===== src/mips_ex_pkg.sv =====
package mips_ex_pkg;

    // Instruction field widths
    localparam int NB_FCODE    = 6;
    localparam int NB_OPCODE   = 6;
    localparam int NB_SHAMT    = 5;
    localparam int NB_IMM      = 16;
    localparam int NB_REG_ADDR = 5;

    // ALU operations, numbered as in the ALU control decode
    typedef enum logic [3:0] {
        ALU_SLL = 4'h0,
        ALU_SRL = 4'h1,
        ALU_SRA = 4'h2,
        ALU_ADD = 4'h3,
        ALU_SUB = 4'h4,
        ALU_AND = 4'h5,
        ALU_OR  = 4'h6,
        ALU_XOR = 4'h7,
        ALU_NOR = 4'h8,
        ALU_SLT = 4'h9,
        ALU_LUI = 4'ha,
        ALU_BEQ = 4'hb,
        ALU_BNE = 4'hc
    } alu_op_e;

endpackage


===== src/mips_isa_pkg.sv =====
package mips_isa_pkg;

    // Primary opcodes, standard MIPS encodings
    typedef enum logic [5:0] {
        OP_RTYPE = 6'h00,
        OP_JAL   = 6'h03,
        OP_BEQ   = 6'h04,
        OP_BNE   = 6'h05,
        OP_ADDI  = 6'h08,
        OP_SLTI  = 6'h0a,
        OP_ANDI  = 6'h0c,
        OP_ORI   = 6'h0d,
        OP_XORI  = 6'h0e,
        OP_LUI   = 6'h0f,
        OP_LB    = 6'h20,
        OP_LH    = 6'h21,
        OP_LW    = 6'h23,
        OP_LBU   = 6'h24,
        OP_LHU   = 6'h25,
        OP_LWU   = 6'h27,
        OP_SB    = 6'h28,
        OP_SH    = 6'h29,
        OP_SW    = 6'h2b
    } opcode_e;

    // R-type function codes
    typedef enum logic [5:0] {
        FN_SLL  = 6'h00,
        FN_SRL  = 6'h02,
        FN_SRA  = 6'h03,
        FN_SLLV = 6'h04,
        FN_SRLV = 6'h06,
        FN_SRAV = 6'h07,
        FN_JALR = 6'h09,
        FN_ADD  = 6'h20,
        FN_ADDU = 6'h21,
        FN_SUB  = 6'h22,
        FN_SUBU = 6'h23,
        FN_AND  = 6'h24,
        FN_OR   = 6'h25,
        FN_XOR  = 6'h26,
        FN_NOR  = 6'h27,
        FN_SLT  = 6'h2a
    } funct_e;

    localparam logic [4:0] LINK_REG = 5'd31;    // Return address register ($ra)

endpackage


===== src/alu.sv =====
`timescale 1ns/100ps
module alu #(
    parameter int NB_DATA = 32
) (
    input  mips_ex_pkg::alu_op_e             i_alu_op,
    input  logic [NB_DATA-1:0]               i_data_a,
    input  logic [NB_DATA-1:0]               i_data_b,
    input  logic [mips_ex_pkg::NB_SHAMT-1:0] i_shift_amt,
    output logic [NB_DATA-1:0]               o_result
);
    import mips_ex_pkg::*;

    logic a_lt_b;   // Signed compare for slt
    logic a_eq_b;

    assign a_lt_b = $signed(i_data_a) < $signed(i_data_b);
    assign a_eq_b = (i_data_a == i_data_b);

    always_comb begin
        case (i_alu_op)
            ALU_SLL: o_result = i_data_b << i_shift_amt;
            ALU_SRL: o_result = i_data_b >> i_shift_amt;
            ALU_SRA: o_result = $signed(i_data_b) >>> i_shift_amt;  // Sign fill
            ALU_ADD: o_result = i_data_a + i_data_b;
            ALU_SUB: o_result = i_data_a - i_data_b;
            ALU_AND: o_result = i_data_a & i_data_b;
            ALU_OR:  o_result = i_data_a | i_data_b;
            ALU_XOR: o_result = i_data_a ^ i_data_b;
            ALU_NOR: o_result = ~(i_data_a | i_data_b);
            ALU_SLT: o_result = {{(NB_DATA-1){1'b0}}, a_lt_b};
            ALU_LUI: o_result = i_data_b << NB_IMM;                 // Immediate to upper half
            ALU_BEQ: o_result = {{(NB_DATA-1){1'b0}}, a_eq_b};
            ALU_BNE: o_result = {{(NB_DATA-1){1'b0}}, ~a_eq_b};
            default: o_result = '0;
        endcase
    end

endmodule


===== src/alu_control.sv =====
`timescale 1ns/100ps
module alu_control (
    input  mips_isa_pkg::funct_e  i_funct_code,         // Function code for R-type
    input  mips_isa_pkg::opcode_e i_alu_op,             // Primary opcode
    output mips_ex_pkg::alu_op_e  o_alu_ctrl,
    output logic                  o_shamt_ctrl,         // 0 shamt field, 1 data_a
    output logic                  o_imm_ctrl,           // B from immediate
    output logic                  o_imm_zext,           // Zero-extend immediate
    output logic                  o_last_register_ctrl, // Result is link address
    output logic                  o_reg_dst,            // Write rd instead of rt
    output logic                  o_reg_write,
    output logic                  o_branch,             // beq or bne
    output logic                  o_illegal
);
    import mips_isa_pkg::*;
    import mips_ex_pkg::*;

    always_comb begin
        // Unknown codes fall through with everything cleared
        o_alu_ctrl           = ALU_SLL;
        o_shamt_ctrl         = 1'b0;
        o_imm_ctrl           = 1'b0;
        o_imm_zext           = 1'b0;
        o_last_register_ctrl = 1'b0;
        o_reg_dst            = 1'b0;
        o_reg_write          = 1'b0;
        o_branch             = 1'b0;
        o_illegal            = 1'b0;

        case (i_alu_op)
            OP_RTYPE: begin
                o_reg_dst    = 1'b1;
                o_reg_write  = 1'b1;
                o_shamt_ctrl = 1'b1;                    // Variable shifts take rs
                case (i_funct_code)
                    FN_SLL: begin
                        o_alu_ctrl   = ALU_SLL;
                        o_shamt_ctrl = 1'b0;            // Shamt field
                    end
                    FN_SRL: begin
                        o_alu_ctrl   = ALU_SRL;
                        o_shamt_ctrl = 1'b0;
                    end
                    FN_SRA: begin
                        o_alu_ctrl   = ALU_SRA;
                        o_shamt_ctrl = 1'b0;
                    end
                    FN_SLLV:         o_alu_ctrl = ALU_SLL;
                    FN_SRLV:         o_alu_ctrl = ALU_SRL;
                    FN_SRAV:         o_alu_ctrl = ALU_SRA;
                    FN_ADD, FN_ADDU: o_alu_ctrl = ALU_ADD;  // No overflow trap
                    FN_SUB, FN_SUBU: o_alu_ctrl = ALU_SUB;
                    FN_AND:          o_alu_ctrl = ALU_AND;
                    FN_OR:           o_alu_ctrl = ALU_OR;
                    FN_XOR:          o_alu_ctrl = ALU_XOR;
                    FN_NOR:          o_alu_ctrl = ALU_NOR;
                    FN_SLT:          o_alu_ctrl = ALU_SLT;
                    FN_JALR: begin
                        o_shamt_ctrl         = 1'b0;
                        o_last_register_ctrl = 1'b1;    // PC+8 into rd
                    end
                    default: begin
                        o_reg_dst    = 1'b0;
                        o_reg_write  = 1'b0;
                        o_shamt_ctrl = 1'b0;
                        o_illegal    = 1'b1;
                    end
                endcase
            end
            OP_LB, OP_LH, OP_LW, OP_LWU, OP_LBU, OP_LHU, OP_ADDI: begin
                o_alu_ctrl   = ALU_ADD;                 // Base plus offset
                o_shamt_ctrl = 1'b1;
                o_imm_ctrl   = 1'b1;
                o_reg_write  = 1'b1;
            end
            OP_SB, OP_SH, OP_SW: begin
                o_alu_ctrl   = ALU_ADD;                 // Address only, no write
                o_shamt_ctrl = 1'b1;
                o_imm_ctrl   = 1'b1;
            end
            OP_ANDI, OP_ORI, OP_XORI: begin
                o_alu_ctrl   = (i_alu_op == OP_ANDI) ? ALU_AND :
                               (i_alu_op == OP_ORI)  ? ALU_OR  : ALU_XOR;
                o_shamt_ctrl = 1'b1;
                o_imm_ctrl   = 1'b1;
                o_imm_zext   = 1'b1;                    // Logical immediates
                o_reg_write  = 1'b1;
            end
            OP_LUI, OP_SLTI: begin
                o_alu_ctrl   = (i_alu_op == OP_LUI) ? ALU_LUI : ALU_SLT;
                o_shamt_ctrl = 1'b1;
                o_imm_ctrl   = 1'b1;
                o_reg_write  = 1'b1;
            end
            OP_BEQ, OP_BNE: begin
                o_alu_ctrl   = (i_alu_op == OP_BEQ) ? ALU_BEQ : ALU_BNE;
                o_shamt_ctrl = 1'b1;
                o_branch     = 1'b1;                    // Compare rs with rt
            end
            OP_JAL: begin
                o_shamt_ctrl         = 1'b1;
                o_last_register_ctrl = 1'b1;            // PC+8 into $ra
                o_reg_write          = 1'b1;
            end
            default: o_illegal = 1'b1;
        endcase
    end

    // Link select and illegal decode are exclusive
    always_comb begin
        assert (!(o_last_register_ctrl && o_illegal))
            else $error("alu_control: link select set on illegal instruction");
    end

endmodule


===== src/ex_operand_mux.sv =====
`timescale 1ns/100ps
module ex_operand_mux #(
    parameter int NB_DATA = 32
) (
    input  logic [NB_DATA-1:0]               i_rs_data,
    input  logic [NB_DATA-1:0]               i_rt_data,
    input  logic [mips_ex_pkg::NB_IMM-1:0]   i_imm,
    input  logic [mips_ex_pkg::NB_SHAMT-1:0] i_shamt,
    input  logic                             i_shamt_ctrl,  // 0 shamt field, 1 rs
    input  logic                             i_imm_ctrl,    // 1 selects immediate for B
    input  logic                             i_imm_zext,
    output logic [NB_DATA-1:0]               o_data_a,
    output logic [NB_DATA-1:0]               o_data_b,
    output logic [mips_ex_pkg::NB_SHAMT-1:0] o_shift_amt
);
    import mips_ex_pkg::*;

    logic              imm_fill;    // Upper fill bit of the immediate
    logic [NB_DATA-1:0] imm_ext;

    assign imm_fill = i_imm_zext ? 1'b0 : i_imm[NB_IMM-1];
    assign imm_ext  = {{(NB_DATA-NB_IMM){imm_fill}}, i_imm};

    assign o_data_a    = i_rs_data;
    assign o_data_b    = i_imm_ctrl ? imm_ext : i_rt_data;     // Shifts keep rt here
    assign o_shift_amt = i_shamt_ctrl ? i_rs_data[NB_SHAMT-1:0] : i_shamt;

endmodule


===== src/ex_result_reg.sv =====
`timescale 1ns/100ps
module ex_result_reg #(
    parameter int NB_DATA = 32
) (
    input  logic                                i_clk,
    input  logic                                i_arst_n,
    input  logic                                i_valid,
    input  logic [NB_DATA-1:0]                  i_alu_result,
    input  logic [NB_DATA-1:0]                  i_pc,
    input  logic [mips_ex_pkg::NB_REG_ADDR-1:0] i_rt_addr,
    input  logic [mips_ex_pkg::NB_REG_ADDR-1:0] i_rd_addr,
    input  logic                                i_last_register_ctrl,
    input  logic                                i_reg_dst,
    input  logic                                i_reg_write,
    input  logic                                i_illegal,
    input  logic                                i_branch,
    output logic                                o_valid,
    output logic [NB_DATA-1:0]                  o_result,
    output logic [mips_ex_pkg::NB_REG_ADDR-1:0] o_wr_addr,
    output logic                                o_reg_write,
    output logic                                o_branch_cond,
    output logic                                o_illegal
);
    import mips_isa_pkg::*;

    logic [NB_DATA-1:0] result_nxt;
    logic [4:0]         wr_addr_nxt;

    assign result_nxt = i_last_register_ctrl ? (i_pc + NB_DATA'(8)) : i_alu_result;

    // jal has link set without reg_dst, jalr has both
    assign wr_addr_nxt = (i_last_register_ctrl && !i_reg_dst) ? LINK_REG :
                         i_reg_dst                            ? i_rd_addr : i_rt_addr;

    always_ff @(posedge i_clk or negedge i_arst_n) begin
        if (!i_arst_n) begin
            o_valid       <= 1'b0;
            o_reg_write   <= 1'b0;
            o_branch_cond <= 1'b0;
            o_illegal     <= 1'b0;
        end else begin
            o_valid       <= i_valid;
            o_reg_write   <= i_valid & i_reg_write;          // Bubble never writes
            o_branch_cond <= i_valid & i_branch & i_alu_result[0];
            o_illegal     <= i_valid & i_illegal;
        end
    end

    always_ff @(posedge i_clk) begin
        o_result  <= result_nxt;
        o_wr_addr <= wr_addr_nxt;
    end

    a_valid_known: assert property (@(posedge i_clk) disable iff (!i_arst_n)
        !$isunknown(o_valid));

    // Decode must never let an illegal instruction write the register file
    a_illegal_no_write: assert property (@(posedge i_clk) disable iff (!i_arst_n)
        o_illegal |-> !o_reg_write);

endmodule


===== src/ex_stage.sv =====
`timescale 1ns/100ps
module ex_stage #(
    parameter int NB_DATA = 32
) (
    input  logic                                i_clk,
    input  logic                                i_arst_n,
    input  logic                                i_valid,
    input  logic [mips_ex_pkg::NB_OPCODE-1:0]   i_opcode,
    input  logic [mips_ex_pkg::NB_FCODE-1:0]    i_funct,
    input  logic [mips_ex_pkg::NB_SHAMT-1:0]    i_shamt,
    input  logic [mips_ex_pkg::NB_IMM-1:0]      i_imm,
    input  logic [NB_DATA-1:0]                  i_rs_data,
    input  logic [NB_DATA-1:0]                  i_rt_data,
    input  logic [mips_ex_pkg::NB_REG_ADDR-1:0] i_rt_addr,
    input  logic [mips_ex_pkg::NB_REG_ADDR-1:0] i_rd_addr,
    input  logic [NB_DATA-1:0]                  i_pc,
    output logic                                o_valid,
    output logic [NB_DATA-1:0]                  o_result,
    output logic [mips_ex_pkg::NB_REG_ADDR-1:0] o_wr_addr,
    output logic                                o_reg_write,
    output logic                                o_branch_cond,
    output logic                                o_illegal
);
    import mips_isa_pkg::*;
    import mips_ex_pkg::*;

    alu_op_e              alu_op;
    logic                 shamt_ctrl;
    logic                 imm_ctrl;
    logic                 imm_zext;
    logic                 last_register_ctrl;
    logic                 reg_dst;
    logic                 reg_write;
    logic                 branch;
    logic                 illegal;
    logic [NB_DATA-1:0]   data_a;
    logic [NB_DATA-1:0]   data_b;
    logic [NB_SHAMT-1:0]  shift_amt;
    logic [NB_DATA-1:0]   alu_result;

    alu_control u_alu_control (
        .i_funct_code         (funct_e'(i_funct)),   // Raw codes may be illegal
        .i_alu_op             (opcode_e'(i_opcode)),
        .o_alu_ctrl           (alu_op),
        .o_shamt_ctrl         (shamt_ctrl),
        .o_imm_ctrl           (imm_ctrl),
        .o_imm_zext           (imm_zext),
        .o_last_register_ctrl (last_register_ctrl),
        .o_reg_dst            (reg_dst),
        .o_reg_write          (reg_write),
        .o_branch             (branch),
        .o_illegal            (illegal)
    );

    ex_operand_mux #(.NB_DATA(NB_DATA)) u_ex_operand_mux (
        .i_rs_data    (i_rs_data),
        .i_rt_data    (i_rt_data),
        .i_imm        (i_imm),
        .i_shamt      (i_shamt),
        .i_shamt_ctrl (shamt_ctrl),
        .i_imm_ctrl   (imm_ctrl),
        .i_imm_zext   (imm_zext),
        .o_data_a     (data_a),
        .o_data_b     (data_b),
        .o_shift_amt  (shift_amt)
    );

    alu #(.NB_DATA(NB_DATA)) u_alu (
        .i_alu_op    (alu_op),
        .i_data_a    (data_a),
        .i_data_b    (data_b),
        .i_shift_amt (shift_amt),
        .o_result    (alu_result)
    );

    ex_result_reg #(.NB_DATA(NB_DATA)) u_ex_result_reg (
        .i_clk                (i_clk),
        .i_arst_n             (i_arst_n),
        .i_valid              (i_valid),
        .i_alu_result         (alu_result),
        .i_pc                 (i_pc),
        .i_rt_addr            (i_rt_addr),
        .i_rd_addr            (i_rd_addr),
        .i_last_register_ctrl (last_register_ctrl),
        .i_reg_dst            (reg_dst),
        .i_reg_write          (reg_write),
        .i_illegal            (illegal),
        .i_branch             (branch),
        .o_valid              (o_valid),
        .o_result             (o_result),
        .o_wr_addr            (o_wr_addr),
        .o_reg_write          (o_reg_write),
        .o_branch_cond        (o_branch_cond),
        .o_illegal            (o_illegal)
    );

endmodule


===== config.mk =====
export PLATFORM = sky130hd
export DESIGN_NAME = ex_stage
export DESIGN_NICKNAME = d
export VERILOG_FILES = /design/src/mips_ex_pkg.sv /design/src/mips_isa_pkg.sv /design/src/alu.sv /design/src/alu_control.sv /design/src/ex_operand_mux.sv /design/src/ex_result_reg.sv /design/src/ex_stage.sv
export SDC_FILE = /design/constraint.sdc
export NUM_CORES = 1
export LEC_CHECK = 0
export BUFFER_PORTS_ARGS = -buffer_cell sky130_fd_sc_hd__buf_2
export CELL_PAD_IN_SITES_DETAIL_PLACEMENT = 1
export CELL_PAD_IN_SITES_GLOBAL_PLACEMENT = 1
export CORE_AREA = 3 3 183 185
export CTS_CLUSTER_DIAMETER = 40
export DETAILED_ROUTE_END_ITERATION = 12
export DIE_AREA = 0 0 186 188
export PLACE_DENSITY_LB_ADDON = 0.1
export SLEW_MARGIN = 20
export SYNTH_ARGS = -nofsm -noshare
export SYNTH_HDL_FRONTEND = slang
export SYNTH_HIERARCHICAL = 1
export SYNTH_SLANG_ARGS = --single-unit

===== constraint.sdc =====
create_clock -name i_clk -period 0.8 [get_ports i_clk]
set_input_delay 0.04 -clock i_clk [delete_from_list [all_inputs] [get_ports i_clk]]
set_output_delay 0.04 -clock i_clk [all_outputs]
set_load 0.005 [all_outputs]

==> results.cfg, run 1 <==
[synthesis]
synth_xor_area_share_pct = 1.406
synth_top_area_share_pct = 10.24
avgSynthCellArea_um2 = 7.027
synth_async_sr_flop_share_pct = 9.756
synth_warnings = 6
syn-num-nets = 2019
synth_seq_cells = 41
synth_edf_count = 0
yosys.area.top_type = ha_1
synth.area.mux_share_pct = 14.54
netlist_area_um2 = 12460
netlist_top_cells_area = ha_1 10%, mux4_2 6.7%, a21oi_1 6.6%
synth_top_family_by_area = compound AO/OA/AOI/OAI gates
yosysSeqAreaShare_pct = 6.749
synthTopCellsByCount = 202 x nor2_1, 164 x a21oi_1, 145 x nand2_1, 120 x o21ai_0, 118 x inv_1
yosys.area_share.simple_pct = 22.38
ys_types = 99
synth_compound_area_share_pct = 33.57
yosysMostFrequentCell = nor2_1
synth-adder-area-share_pct = 10.57
synthFlopType = dfxtp_1
syn-instance-count = 1773

[placement]
dpl_cell_area_um2 = 18290
place_hpwl_um = 65430
gp_congestion = 1.033
dp.cells = 2844
port_buffers = 182

[floorplan]
fp.dieH_um = 188
die_w_um = 186
start_util_pct = 38.68
rows = 66
io_pins = 183

[grt]
grt_max_degree = 43
overflow = 31
grtUsageTotal_pct = 75.66

[clock_tree]
clkSinkCount = 41
numCtsBuffers = 5
htreeDepth = 2
cts_buffer_depth = 2
cts_root_buf = clkbuf_16

[sta]
grt-worst-endpoint = u_ex_result_reg/o_result[30]$_DFF_P_/D
worst-ep-kind = register input

[status]
error = [ERROR GRT-0232] Routing congestion too high. Check the congestion heatmap in the GUI.
status = aborted with a tool error
stop_stage = global routing (5_1_grt)
routing by layer:
layer  global-route usage, %  GRT overflow
met1                   76.15             0
met2                   90.66            18
met3                   62.60             1
met4                   73.25            12
met5                   26.00             0
cell families after synthesis:
logic type | Yosys count
AO/OA/AOI/OAI | 622
XOR/XNOR | 20
adder cells (fa/ha/maj) | 104
buffers and inverters | 288
flip-flops | 41
multiplexers | 124
AND/OR/NAND/NOR | 574
metrics by stage:
stage | hold slack, ns | setup WS [ns]
global placement | -0.1564 | -3.303
CTS | 0.03725 | -2.995
floorplan | -0.2556 | -2.827
detailed placement | -0.1492 | -3.519
timing repair:
action,in CTS
gates cloned,6
hold buffers,15
pin swaps,129
resized for setup,402
hold endpoints to repair,15
setup buffers,72
endpoints found under the setup margin,44
==> run 2: changes to the inputs <==
--- a/config.mk
+++ b/config.mk
@@ -6,13 +6,10 @@
 export NUM_CORES = 1
 export LEC_CHECK = 0
 export BUFFER_PORTS_ARGS = -buffer_cell sky130_fd_sc_hd__buf_2
-export CELL_PAD_IN_SITES_DETAIL_PLACEMENT = 1
-export CELL_PAD_IN_SITES_GLOBAL_PLACEMENT = 1
-export CORE_AREA = 3 3 183 185
-export CTS_CLUSTER_DIAMETER = 40
+export CORE_AREA = 3 3 196 198
 export DETAILED_ROUTE_END_ITERATION = 12
-export DIE_AREA = 0 0 186 188
-export PLACE_DENSITY_LB_ADDON = 0.1
+export DIE_AREA = 0 0 199 201
+export PLACE_DENSITY_LB_ADDON = 0.15
 export SLEW_MARGIN = 20
 export SYNTH_ARGS = -nofsm -noshare
 export SYNTH_HDL_FRONTEND = slang
==> constraint.sdc (replaced) <==
create_clock -name i_clk -period 1 [get_ports i_clk]
set_input_delay 0.05 -clock i_clk [delete_from_list [all_inputs] [get_ports i_clk]]
set_output_delay 0.05 -clock i_clk [all_outputs]
set_load 0.005 [all_outputs]
==> run 2 against run 1 <==
The flow now finishes, with violations (setup timing). Area after synthesis unchanged. Synthesized cell count unchanged.
==> results.cfg, run 2 <==
[pwr]
ir_worst_vdd_uv = 723.8
power_density_nw_per_um2 = 1034
p_sw_mw = 10.99
finalPower_mw = 23.01
p_leak_nw = 10.04
p_seq_share_pct = 9.2
pwr-share-comb_pct = 83.5
clock_power_share_pct = 7.3
p_int_mw = 12.02
switching_share_pct = 47.75

[placement]
place_ws_ns = -3.380
gp_congestion = 1.050
port_buffers = 182
dpl_cell_area_um2 = 18470
place_hpwl_um = 60730

[synthesis]
avgSynthCellArea_um2 = 7.027
yosys.area_share.simple_pct = 22.38
synth_async_sr_flop_share_pct = 9.756
syn-num-nets = 2019
synthFlopType = dfxtp_1
synth_seq_cells = 41
synth_edf_count = 0
syn-instance-count = 1773
yosysSeqAreaShare_pct = 6.749
yosysMostFrequentCell = nor2_1
synth.area.mux_share_pct = 14.54
netlist_area_um2 = 12460
synth-adder-area-share_pct = 10.57
synthTopCellsByCount = 202 x nor2_1, 164 x a21oi_1, 145 x nand2_1, 120 x o21ai_0, 118 x inv_1
synth_compound_area_share_pct = 33.57
netlist_top_cells_area = ha_1 10%, mux4_2 6.7%, a21oi_1 6.6%
ys_types = 99
synth_xor_area_share_pct = 1.406
synth_warnings = 6
synth_top_area_share_pct = 10.24
yosys.area.top_type = ha_1
synth_top_family_by_area = compound AO/OA/AOI/OAI gates

[drt]
viasPerCell = 5.952
drt-total-wl_um = 75770
dr_total_vias = 18090
firstDrtPassIters = 6
ant_nets = 0
drt_iter0_drc = 2163
wl_per_cell_um = 24.93
drc = 0

[finish]
mostFrequentLayoutCell = buf_4
design_area_um2 = 22260
largest_register = u_ex_result_reg/o_result
ff_latch_area_um2 = 840.8
largest_register_ff_count = 32
multi_input_area_um2 = 12730
syn2layout_area_growth_pct = 78.65
most-common-layout-cells = 656 x buf_4, 175 x buf_2, 167 x nor2_1, 129 x nand2_1, 123 x a21oi_1
utilization_pct = 60.65
top_regs = u_ex_result_reg/o_result: 32 flops, u_ex_result_reg/o_wr_addr: 5 flops
diodes = 0
drive_gt1_share_pct = 54.39
nets = 2817
fillers = 3381

[grt]
grt_max_degree = 37
overflow = 0
first_global_vias = 17630
grtUsageTotal_pct = 36.26
antenna_found_initial = 0
grt_pass1_wl_um = 110500

[clock_tree]
cts_buffer_depth = 2
cts_root_buf = clkbuf_16
clkSinkCount = 41
numCtsBuffers = 5
clk_pin_slew_ns = 0.06
cts_tree = done
htreeDepth = 2

[floorplan]
core_um2 = 36700
start_util_pct = 33.95
dieArea_um2 = 40000
die_w_um = 199
fp.dieH_um = 201
io_pins = 183
rows = 70

[sta]
fin_hold_ws_ns = 0.01482
setup_slack_ns = -2.750
finalSetupViolations = 40
max_freq_ghz = 0.2667
worst_pin_slew_ns = 0.5730
slew_headroom_pct = 61.40
min_period_ns = 3.750
final-hold-violation-count = 0
rsz0062_at_grt = yes
slew_viol_final = 0
period_share_pct = 375.0

[job]
maxCapViolCount = 0

[worst_hold_path]
hold_depth = 3
hold_start = i_rt_addr[0]
hp-class = input port to flop
min_to = u_ex_result_reg/o_wr_addr[0]

[worst_setup_path]
crit_type = input port to flop
crit_required_ns = 1.18
crit_path_start_kind = input port
crit_fanout = 5
crit_arrival_ns = 3.93
end_kind = flop

[status]
status = finished, violations left
violations = setup timing
==> run 2: metal layers <==
| metal | global-route usage (%) | vias up | share of wire (%) |
|---|---|---|---|
| met5 | 0 | - | 0 |
| met3 | 4.918 | 191 | 8.5 |
| met2 | 56.35 | 972 | 44 |
| met1 | 50.94 | 8760 | 43 |
| met4 | 13.45 | 0 | 4.8 |
| li1 | - | 8170 | - |
==> run 2: critical path: stages <==
cell and delay (ns):
buf_8 0.10, or4_4 0.55, nor4_4 0.18, o21ai_2 0.12, nand2_4 0.16, buf_12 0.12, mux2_4 0.36, mux4_2 0.44
mux2i_1 0.20, mux2_4 0.22, o21ai_4 0.06, nor4b_4 0.25, buf_4 0.18, and3_4 0.18, o31a_1 0.17, nor4b_2 0.06
a311o_1 0.34, nor2_1 0.13, a31oi_1 0.05
==> run 2: final cells by class <==
class | count | area share (%)
multi-input combinational | 1445 | 57.18
timing repair buffer | 958 | 33.60
sequential | 41 | 3.778
tap | 468 | 2.631
inverter | 120 | 2.164
clock buffer | 5 | 0.5622
clock inverter | 3 | 0.07870
==> run 2: how the worst max path moves through the flow <==
stage / endpoint / depth (start not counted) / from / slack [ns]
2_1_floorplan: u_ex_result_reg/o_result[29] / 22 / i_opcode[0] / -2.64
3_3_place_gp: u_ex_result_reg/o_result[21] / 22 / i_opcode[0] / -3.36
3_5_place_dp: u_ex_result_reg/o_result[30] / 23 / i_opcode[1] / -3.38
4_1_cts: u_ex_result_reg/o_result[28] / 17 / i_opcode[3] / -2.67
5_1_grt: u_ex_result_reg/o_result[29] / 19 / i_opcode[3] / -2.86
6_report: u_ex_result_reg/o_result[29] / 19 / i_opcode[3] / -2.75
==> run 2: kinds of logic after synthesis <==
logic type	Yosys count
AO/OA/AOI/OAI	622
XOR/XNOR	20
adder cells (fa/ha/maj)	104
buffers and inverters	288
flip-flops	41
multiplexers	124
AND/OR/NAND/NOR	574
==> run 2: repair_timing <==
item / 4_1_cts / 5_1_grt
hold endpoints to repair: 15 / 0
buffers inserted: 91 / 24
gates cloned: 5 / 0
hold buffers: 13 / 0
setup endpoints to repair: 40 / 40
pin swaps: 150 / 70
gates resized for setup: 431 / 149
==> run 2: power groups by stage <==
stage	logic (mW)	registers [mW]	clock network, mW
after floorplan	7.31	2.22	0
after global placement	15.0	2.15	0
after detailed placement	15.0	2.15	0
after CTS	17.8	2.12	1.72
after global routing	20.1	2.15	1.77
final	19.2	2.11	1.69
==> run 2: through the flow <==
step                      instances  setup TNS [ns]
final                          3040          -85.64
after global routing           3040          -88.95
after CTS                      3020          -82.23
after detailed placement       2917         -107.13
after global placement         2917         -106.60
after floorplan                1773          -83.02
No activity file was read; power rests on OpenSTA's default activity.
